File: src/verilog/spi_cmd_pkg.sv
package spi_cmd_pkg;

	//////////////////////////////
	// Transaction header

	// Command view of the header word
	typedef struct packed {
		logic [7:0]  opcode;
		logic [23:0] addr;
	} spi_hdr_fields_t;

	// Same 32 bits seen as bytes for shifting
	// Byte 3 holds the opcode and goes out first
	typedef union packed {
		spi_hdr_fields_t  fields;
		logic [3:0][7:0]  bytes;
	} spi_header_u;

	//////////////////////////////
	// Request and response

	// One transaction as issued by the user
	typedef struct packed {
		spi_header_u header;
		// Send all four header bytes, otherwise the opcode only
		logic        long_header;
		// Number of data bytes, 0 to 4
		logic [2:0]  data_len;
		// Write data, MSB first on the wire
		logic [31:0] wdata;
	} spi_req_t;

	// Bytes collected during the transaction
	typedef struct packed {
		// Data phase replies, last byte in the low byte
		logic [31:0] rdata;
		// Reply seen while the opcode was shifted
		logic [7:0]  first_rx;
	} spi_rsp_t;

endpackage

File: src/verilog/spi_cfg_pkg.sv
package spi_cfg_pkg;

	//////////////////////////////
	// Link configuration

	// SCK edge on which the remote device samples MOSI
	typedef enum logic {
		edge_rising  = 1'b0,
		edge_falling = 1'b1
	} spi_edge_e;

	// Runtime configuration word
	// Zero based divider with the LSB ignored and a minimum of 2
	// One SCK half period lasts clkdiv/2 + 1 system clocks
	typedef struct packed {
		logic [15:0] clkdiv;
	} spi_cfg_t;

endpackage
File: src/verilog/spi_flash_lite.sv
module spi_flash_lite #(
	parameter spi_cfg_pkg::spi_edge_e SAMPLE_EDGE = spi_cfg_pkg::edge_rising,
	parameter bit LOCAL_INVERTED = 1'b0,
	parameter bit CHANGE_ON_DONE = 1'b0
) (
	input  logic                   clk,
	input  logic                   rst_n,
	input  spi_cfg_pkg::spi_cfg_t  cfg,
	input  logic                   start,
	input  spi_cmd_pkg::spi_req_t  req,
	output logic                   busy,
	output logic                   done,
	output spi_cmd_pkg::spi_rsp_t  rsp,
	output logic                   spi_cs_n,
	output logic                   spi_sck,
	output logic                   spi_mosi,
	input  logic                   spi_miso
);

	// Byte handshake between sequencer and transceiver
	logic       shift_en;
	logic       shift_done;
	logic [7:0] tx_byte;
	logic [7:0] rx_byte;

	// Owns chip select and the byte order
	spi_txn_sequencer spi_txn_sequencer_i (
		.clk        (clk),
		.rst_n      (rst_n),
		.start      (start),
		.req        (req),
		.shift_done (shift_done),
		.rx_byte    (rx_byte),
		.busy       (busy),
		.done       (done),
		.rsp        (rsp),
		.shift_en   (shift_en),
		.tx_byte    (tx_byte),
		.spi_cs_n   (spi_cs_n)
	);

	// SCK generation and bit shifting
	spi_host_byte #(
		.SAMPLE_EDGE    (SAMPLE_EDGE),
		.LOCAL_INVERTED (LOCAL_INVERTED),
		.CHANGE_ON_DONE (CHANGE_ON_DONE)
	) spi_host_byte_i (
		.clk        (clk),
		.rst_n      (rst_n),
		.cfg        (cfg),
		.shift_en   (shift_en),
		.tx_byte    (tx_byte),
		.spi_miso   (spi_miso),
		.shift_done (shift_done),
		.rx_byte    (rx_byte),
		.spi_sck    (spi_sck),
		.spi_mosi   (spi_mosi)
	);

endmodule

File: src/verilog/spi_txn_sequencer.sv
module spi_txn_sequencer (
	input  logic                   clk,
	input  logic                   rst_n,
	input  logic                   start,
	input  spi_cmd_pkg::spi_req_t  req,
	input  logic                   shift_done,
	input  logic [7:0]             rx_byte,
	output logic                   busy,
	output logic                   done,
	output spi_cmd_pkg::spi_rsp_t  rsp,
	output logic                   shift_en,
	output logic [7:0]             tx_byte,
	output logic                   spi_cs_n
);
	import spi_cmd_pkg::*;

	typedef enum logic [2:0] {
		ST_IDLE,
		ST_SELECT,
		ST_HEADER,
		ST_DATA,
		ST_DESELECT,
		ST_REPORT
	} state_e;

	state_e     state;
	spi_req_t   req_q;
	logic       accept;
	logic       hdr_step;
	logic       data_step;
	logic [1:0] hdr_sel;
	logic [1:0] hdr_next;
	logic       hdr_last;
	logic [2:0] data_cnt;
	logic [2:0] data_next;
	logic       data_last;

	//////////////////////////////
	// Byte bookkeeping

	assign accept    = (state == ST_IDLE) && start;
	assign hdr_step  = (state == ST_HEADER) && shift_done;
	assign data_step = (state == ST_DATA) && shift_done;

	// Header bytes count down from byte 3
	assign hdr_next = hdr_sel - 2'd1;
	assign hdr_last = !req_q.long_header || (hdr_sel == 2'd0);

	// Data bytes count up to data_len, never past four
	assign data_next = data_cnt + 3'd1;
	assign data_last = (data_next >= req_q.data_len) || data_next[2];

	// Starts are ignored for the whole transaction including the done cycle
	assign busy = (state != ST_IDLE);
	assign done = (state == ST_REPORT);

	//////////////////////////////
	// Transaction FSM

	always_ff @(posedge clk) begin
		if (!rst_n) begin
			state    <= ST_IDLE;
			shift_en <= 1'b0;
			spi_cs_n <= 1'b1;
			hdr_sel  <= 2'd3;
			data_cnt <= '0;
		end else begin
			shift_en <= 1'b0;
			case (state)
				ST_IDLE: begin
					if (start) begin
						state    <= ST_SELECT;
						spi_cs_n <= 1'b0;
					end
				end
				// One cycle of setup after chip select falls
				ST_SELECT: begin
					state    <= ST_HEADER;
					shift_en <= 1'b1;
					hdr_sel  <= 2'd3;
				end
				ST_HEADER: begin
					if (shift_done) begin
						if (!hdr_last) begin
							hdr_sel  <= hdr_next;
							shift_en <= 1'b1;
						end else if (req_q.data_len != 3'd0) begin
							state    <= ST_DATA;
							data_cnt <= '0;
							shift_en <= 1'b1;
						end else begin
							state    <= ST_DESELECT;
							spi_cs_n <= 1'b1;
						end
					end
				end
				ST_DATA: begin
					if (shift_done) begin
						if (!data_last) begin
							data_cnt <= data_next;
							shift_en <= 1'b1;
						end else begin
							state    <= ST_DESELECT;
							spi_cs_n <= 1'b1;
						end
					end
				end
				// Chip select is already high here
				ST_DESELECT: state <= ST_REPORT;
				ST_REPORT:   state <= ST_IDLE;
				default:     state <= ST_IDLE;
			endcase
		end
	end

	//////////////////////////////
	// Request and reply data

	always_ff @(posedge clk) begin
		if (accept) begin
			req_q     <= req;
			rsp.rdata <= '0;
		end
		if (state == ST_SELECT)
			tx_byte <= req_q.header.bytes[3];
		if (hdr_step) begin
			// Reply to the opcode byte
			if (hdr_sel == 2'd3)
				rsp.first_rx <= rx_byte;
			if (!hdr_last)
				tx_byte <= req_q.header.bytes[hdr_next];
			else
				tx_byte <= req_q.wdata[31:24];
		end
		if (data_step) begin
			rsp.rdata <= {rsp.rdata[23:0], rx_byte};
			// Inverted index picks bytes MSB first
			tx_byte   <= req_q.wdata[{~data_next[1:0], 3'b000} +: 8];
		end
	end

endmodule

File: src/verilog/spi_host_byte.sv
module spi_host_byte #(
	// SCK edge the remote device samples on
	parameter spi_cfg_pkg::spi_edge_e SAMPLE_EDGE = spi_cfg_pkg::edge_rising,
	// Sample MISO on the device sample edge instead of the opposite one
	parameter bit LOCAL_INVERTED = 1'b0,
	// Hold rx_byte stable until shift_done, one extra cycle of latency
	parameter bit CHANGE_ON_DONE = 1'b0
) (
	input  logic                   clk,
	input  logic                   rst_n,
	input  spi_cfg_pkg::spi_cfg_t  cfg,
	input  logic                   shift_en,
	input  logic [7:0]             tx_byte,
	input  logic                   spi_miso,
	output logic                   shift_done,
	output logic [7:0]             rx_byte,
	output logic                   spi_sck,
	output logic                   spi_mosi
);
	import spi_cfg_pkg::*;

	// Edge directions resolved at elaboration
	localparam bit DEV_RISE   = (SAMPLE_EDGE == edge_rising);
	localparam bit LOCAL_RISE = (DEV_RISE == LOCAL_INVERTED);

	typedef enum logic [1:0] {
		ST_IDLE,
		ST_CLOCK,
		ST_TRAIL
	} state_e;

	state_e      state;
	logic [14:0] half_cnt;
	logic        toggle;
	logic [3:0]  edge_cnt;
	logic        rising;
	logic        launch;
	logic        capture;
	logic [6:0]  tx_shreg;
	logic [7:0]  rx_shreg;
	logic        done_adv;

	//////////////////////////////
	// Half period timing

	// Toggle once the counter reaches half the divider
	assign toggle = (state != ST_IDLE) && (half_cnt >= cfg.clkdiv[15:1]);

	// SCK low now means this toggle is a rising edge
	assign rising = !spi_sck;

	// Drive the next bit on the edge the device does not sample on
	// First rising edge in falling mode keeps the bit loaded at start
	assign launch = (rising != DEV_RISE) && (edge_cnt != 4'd0);

	// Local MISO sample point
	assign capture = (rising == LOCAL_RISE);

	//////////////////////////////
	// Control FSM

	always_ff @(posedge clk) begin
		if (!rst_n) begin
			state    <= ST_IDLE;
			half_cnt <= '0;
			edge_cnt <= '0;
			spi_sck  <= 1'b0;
			spi_mosi <= 1'b0;
			done_adv <= 1'b0;
		end else begin
			done_adv <= 1'b0;
			if (shift_en) begin
				// New byte, MSB is on the wire right away
				state    <= ST_CLOCK;
				half_cnt <= '0;
				edge_cnt <= '0;
				spi_sck  <= 1'b0;
				spi_mosi <= tx_byte[7];
			end else if (toggle) begin
				half_cnt <= '0;
				edge_cnt <= edge_cnt + 4'd1;
				if (state == ST_CLOCK) begin
					spi_sck <= !spi_sck;
					if (launch)
						spi_mosi <= tx_shreg[6];
					// Sixteen edges done, counter wraps to zero
					if (edge_cnt == 4'd15)
						state <= ST_TRAIL;
				end else begin
					// SCK stays low through the last low phase and a trailing half
					if (edge_cnt == 4'd1) begin
						state    <= ST_IDLE;
						done_adv <= 1'b1;
					end
				end
			end else if (state != ST_IDLE) begin
				half_cnt <= half_cnt + 15'd1;
			end
		end
	end

	//////////////////////////////
	// Shift registers

	always_ff @(posedge clk) begin
		if (shift_en) begin
			tx_shreg <= tx_byte[6:0];
		end else if (toggle && (state == ST_CLOCK)) begin
			if (launch)
				tx_shreg <= {tx_shreg[5:0], 1'b0};
			// MSB first in
			if (capture)
				rx_shreg <= {rx_shreg[6:0], spi_miso};
		end
	end

	// Output stage
	if (CHANGE_ON_DONE) begin : g_hold
		logic [7:0] rx_hold;
		logic       done_q;

		always_ff @(posedge clk) begin
			if (!rst_n)
				done_q <= 1'b0;
			else
				done_q <= done_adv;
		end

		always_ff @(posedge clk) begin
			if (done_adv)
				rx_hold <= rx_shreg;
		end

		assign shift_done = done_q;
		assign rx_byte    = rx_hold;
	end else begin : g_direct
		// Shift register shows through while bits arrive
		assign shift_done = done_adv;
		assign rx_byte    = rx_shreg;
	end

endmodule

File: config.mk
export PLATFORM = sky130hd
export DESIGN_NAME = spi_flash_lite
export DESIGN_NICKNAME = d
export VERILOG_FILES = /design/src/verilog/spi_cmd_pkg.sv /design/src/verilog/spi_cfg_pkg.sv /design/src/verilog/spi_flash_lite.sv /design/src/verilog/spi_txn_sequencer.sv /design/src/verilog/spi_host_byte.sv
export SDC_FILE = /design/constraint.sdc
export NUM_CORES = 1
export LEC_CHECK = 0
export BUFFER_PORTS_ARGS = -buffer_cell sky130_fd_sc_hd__buf_4
export CAP_MARGIN = 20
export CELL_PAD_IN_SITES_DETAIL_PLACEMENT = 1
export CELL_PAD_IN_SITES_GLOBAL_PLACEMENT = 1
export CORE_ASPECT_RATIO = 1.75
export CORE_MARGIN = 8
export CORE_UTILIZATION = 49
export CTS_CLUSTER_DIAMETER = 60
export DETAILED_ROUTE_END_ITERATION = 7
export PLACE_DENSITY_LB_ADDON = 0.3
export SKIP_CTS_REPAIR_TIMING = 1
export SYNTH_ARGS = -nofsm -noshare
export SYNTH_HDL_FRONTEND = slang
export SYNTH_SLANG_ARGS = --single-unit
File: constraint.sdc
create_clock -name clk -period 6 [get_ports clk]
set_input_delay 1.2 -clock clk [delete_from_list [all_inputs] [get_ports clk]]
set_output_delay 1.2 -clock clk [all_outputs]
set_load 0.005 [all_outputs]
==> flow_summary.toml <==
[status]
status = "finished, final reports clean"

[synthesis]
syn_area_per_cell_um2 = 13.9
synthArstFlopShare_pct = 0
yosys_warnings = 0
synth_seq_cells = 165
synth_enable_flop_cells = 131
synth-seq-area-share_pct = 65.1
yosysUniqueCellTypes = 54
syn_nets = 622
synth_ff_type = "edfxtp_1"
syn_inst = 509
syn-cell-area_mm2 = 0.00709

[placed_design]
place_hpwl_mm = 12.1
gp_congestion = 0.761
post-place-ws_ns = 2.48
port_buffers = 131
dp_cells = 805

[worst_setup_path]
path_class = "flop to output port"
crit_required_ns = 4.80
cp_max_fo = 28
r2r_cells = 7
r2r-start = "spi_txn_sequencer_i.data_cnt[0]"
crit_path_end_kind = "output port"
reg2reg_to = "spi_txn_sequencer_i.state[2]"
worstPathArrival_ns = 2.12
crit_path_start = "spi_txn_sequencer_i.state[0]"
ff2ff_setup_slack_ns = 2.89
cp-start-kind = "flop"

[global_routing]
grt_pass1_wl_mm = 25.2
grt_max_degree = 69
antenna_found_initial = 0
grt_pass1_vias = 5119
grt_usage_pct = 17.4
overflow = 0

[routing]
drt-total-wl_mm = 16.0
wl_per_cell_um = 19.2
vias_per_cell = 5.34
dr.pass1.iters = 4
via_count = 4469
drc = 0
initialDrtViolationCount = 209
postRouteAntennaNets = 0

[sta]
report.final.slew_viol_count = 0
slew-limit-headroom_pct = 33.5
finalCritPeriodShare_pct = 55.3
fmax_ghz = 0.301
hold_violations = 0
clock_skew_ns = 0.00878
fin_tns_setup_ns = 0
worst_pin_slew_ns = 0.996
setup_viol = 0
rsz0062_at_grt = "no"
period_minus_slack_ns = 3.32
setup_slack_ns = 2.68

[clock_tree]
clk_pin_slew_ns = 0.07
insertion_delay_ns = 0.42
cts_tree = "yes"
cts.htree.levels = 4
cts-root-buf = "clkbuf_16"
clockBufferDepth = 2
clock_sinks = 165
cts_made_buffers = 17

[floorplan]
die_h_um = 175
boundaryPins = 133
initial_core_util_pct = 49.6
coreArea_mm2 = 0.0143
rows = 58
die_w_um = 107
fp.dieArea_mm2 = 0.0187

[power_and_ir_drop]
clock_power_share_pct = 32.0
p_per_area_mw_per_mm2 = 374
p_leak_nw = 3.54
peakVddDrop_uv = 253
power_switching_w = 0.000947
power_frac_comb_pct = 17.8
p_int_w = 0.00235
p_sw_share_pct = 28.7
p_seq_share_pct = 50.2

[worst_hold_path]
hold_path.startpoint = "spi_host_byte_i.rx_byte[7]"
hold_path_depth = 0
hp-class = "flop to flop"
holdPathEnd = "spi_txn_sequencer_i.rsp[7]"

[layout]
final_common_cell = "buf_4"
nNetsFinal = 757
n_antenna_cell = 0
finalCoreUtilization_pct = 61.7
drive_above_1_share_pct = 31.5
area_delta_synth_final_pct = 24.4
layout_common_cells = "134 x buf_4, 131 x edfxtp_1, 44 x nor2_1, 41 x nand2_1"
instances_no_fill = 837
fillers = 1392

[run]
max_cap_viol_count = 0
-- synth_stat cells (3+ instances only) --
cell,instances,share of area [%]
mux4_2,16,5.1
o21ai_0,16,1.1
edfxtp_1,131,55
dfxtp_1,34,9.6
mux2_2,6,0.95
o21a_1,3,0.32
ha_1,25,4.4
a21oi_1,21,1.5
clkbuf_1,12,0.64
buf_2,3,0.21
and3_1,8,0.71
nor2_1,44,2.3
and2_1,34,3.0
or3_1,3,0.26
nand3_1,7,0.49
nor3_1,3,0.21
mux2i_1,12,1.7
nand2_1,41,2.2
nand2b_1,5,0.44
xor2_1,10,1.2
xnor2_1,6,0.74
inv_1,28,1.5
-- cell families (layout without fill, tap and decap cells) --
family	after synthesis	count (layout)	synth area share, %
flip-flops	165	165	65.1
AND/OR/NAND/NOR	161	161	11.8
AO/OA/AOI/OAI	62	62	6.42
buffers and inverters	46	194	2.65
multiplexers	34	34	7.73
adder cells (fa/ha/maj)	25	25	4.41
XOR/XNOR	16	16	1.98
-- cell type report --
cell class	count	area (µm²)	share of cell area (%)
Clock buffer	17	425	4.82
Clock inverter	15	154	1.74
Inverter	28	105	1.19
Multi-Input combinational cell	298	2290	26.0
Sequential cell	165	4610	52.3
Tap cell	180	225	2.55
Timing Repair Buffer	134	1010	11.4
-- layer usage --
layer  global-route usage, %  wire [µm]  share of wire [%]  vias to the layer above
met5                       0          0                  0                        -
met4                    6.14        281                1.8                        0
met3                    4.94        669                4.2                       18
met2                    34.2       9460                 59                      112
met1                    16.1       5630                 35                     2212
li1                        -          -                  -                     2127
-- power by group through the flow --
stage | Sequential (W) | Clock, W | Combinational [W]
after floorplan | 0.00161 | 0 | 0.000381
after global placement | 0.00166 | 0 | 0.000560
after detailed placement | 0.00168 | 0 | 0.000598
after CTS | 0.00166 | 0.00108 | 0.000602
after global routing | 0.00168 | 0.00112 | 0.000644
final | 0.00165 | 0.00105 | 0.000588
-- per-stage QoR --
stage	total power (W)	hold WS (ns)	instance area, µm²
2_1_floorplan	0.00199	0.417	7090
3_3_place_gp	0.00222	0.424	8240
3_5_place_dp	0.00228	0.437	8240
4_1_cts	0.00334	0.448	8820
5_1_grt	0.00345	0.443	8820
6_report	0.00330	0.443	8820
-- sequential cells by signal, summed over array words and instances (netlist names) --
register / flops
spi_host_byte_i.spi_sck: 1
spi_host_byte_i.half_cnt: 15
spi_host_byte_i.rx_byte: 8
spi_txn_sequencer_i.spi_cs_n: 1
spi_host_byte_i.spi_mosi: 1
spi_host_byte_i.shift_done: 1
spi_host_byte_i.tx_shreg: 7
spi_txn_sequencer_i.data_cnt: 3
spi_txn_sequencer_i.rsp: 40
spi_host_byte_i.edge_cnt: 4
spi_txn_sequencer_i.hdr_sel: 2
spi_host_byte_i.state: 2
spi_txn_sequencer_i.shift_en: 1
spi_txn_sequencer_i.req_q: 68
spi_txn_sequencer_i.state: 3
spi_txn_sequencer_i.tx_byte: 8
-- how the worst max path moves through the flow --
| stage | end | slack (ns) | depth (start not counted) |
|---|---|---|---|
| finish | done | 2.68 | 3 |
| global route | done | 2.54 | 3 |
| CTS | done | 2.63 | 3 |
| detailed placement | spi_host_byte_i.tx_shreg[1] | 2.48 | 9 |
| global placement | spi_host_byte_i.tx_shreg[0] | 2.54 | 9 |
| floorplan | spi_txn_sequencer_i.rsp[10] | 2.07 | 2 |
-- critical path, stage by stage (launching register included) --
cell	delay, ns
dfxtp_1	0.98
nand2b_1	0.31
nor2_1	0.25
buf_4	0.15
Note: power is estimated with default switching activity, not from simulation.
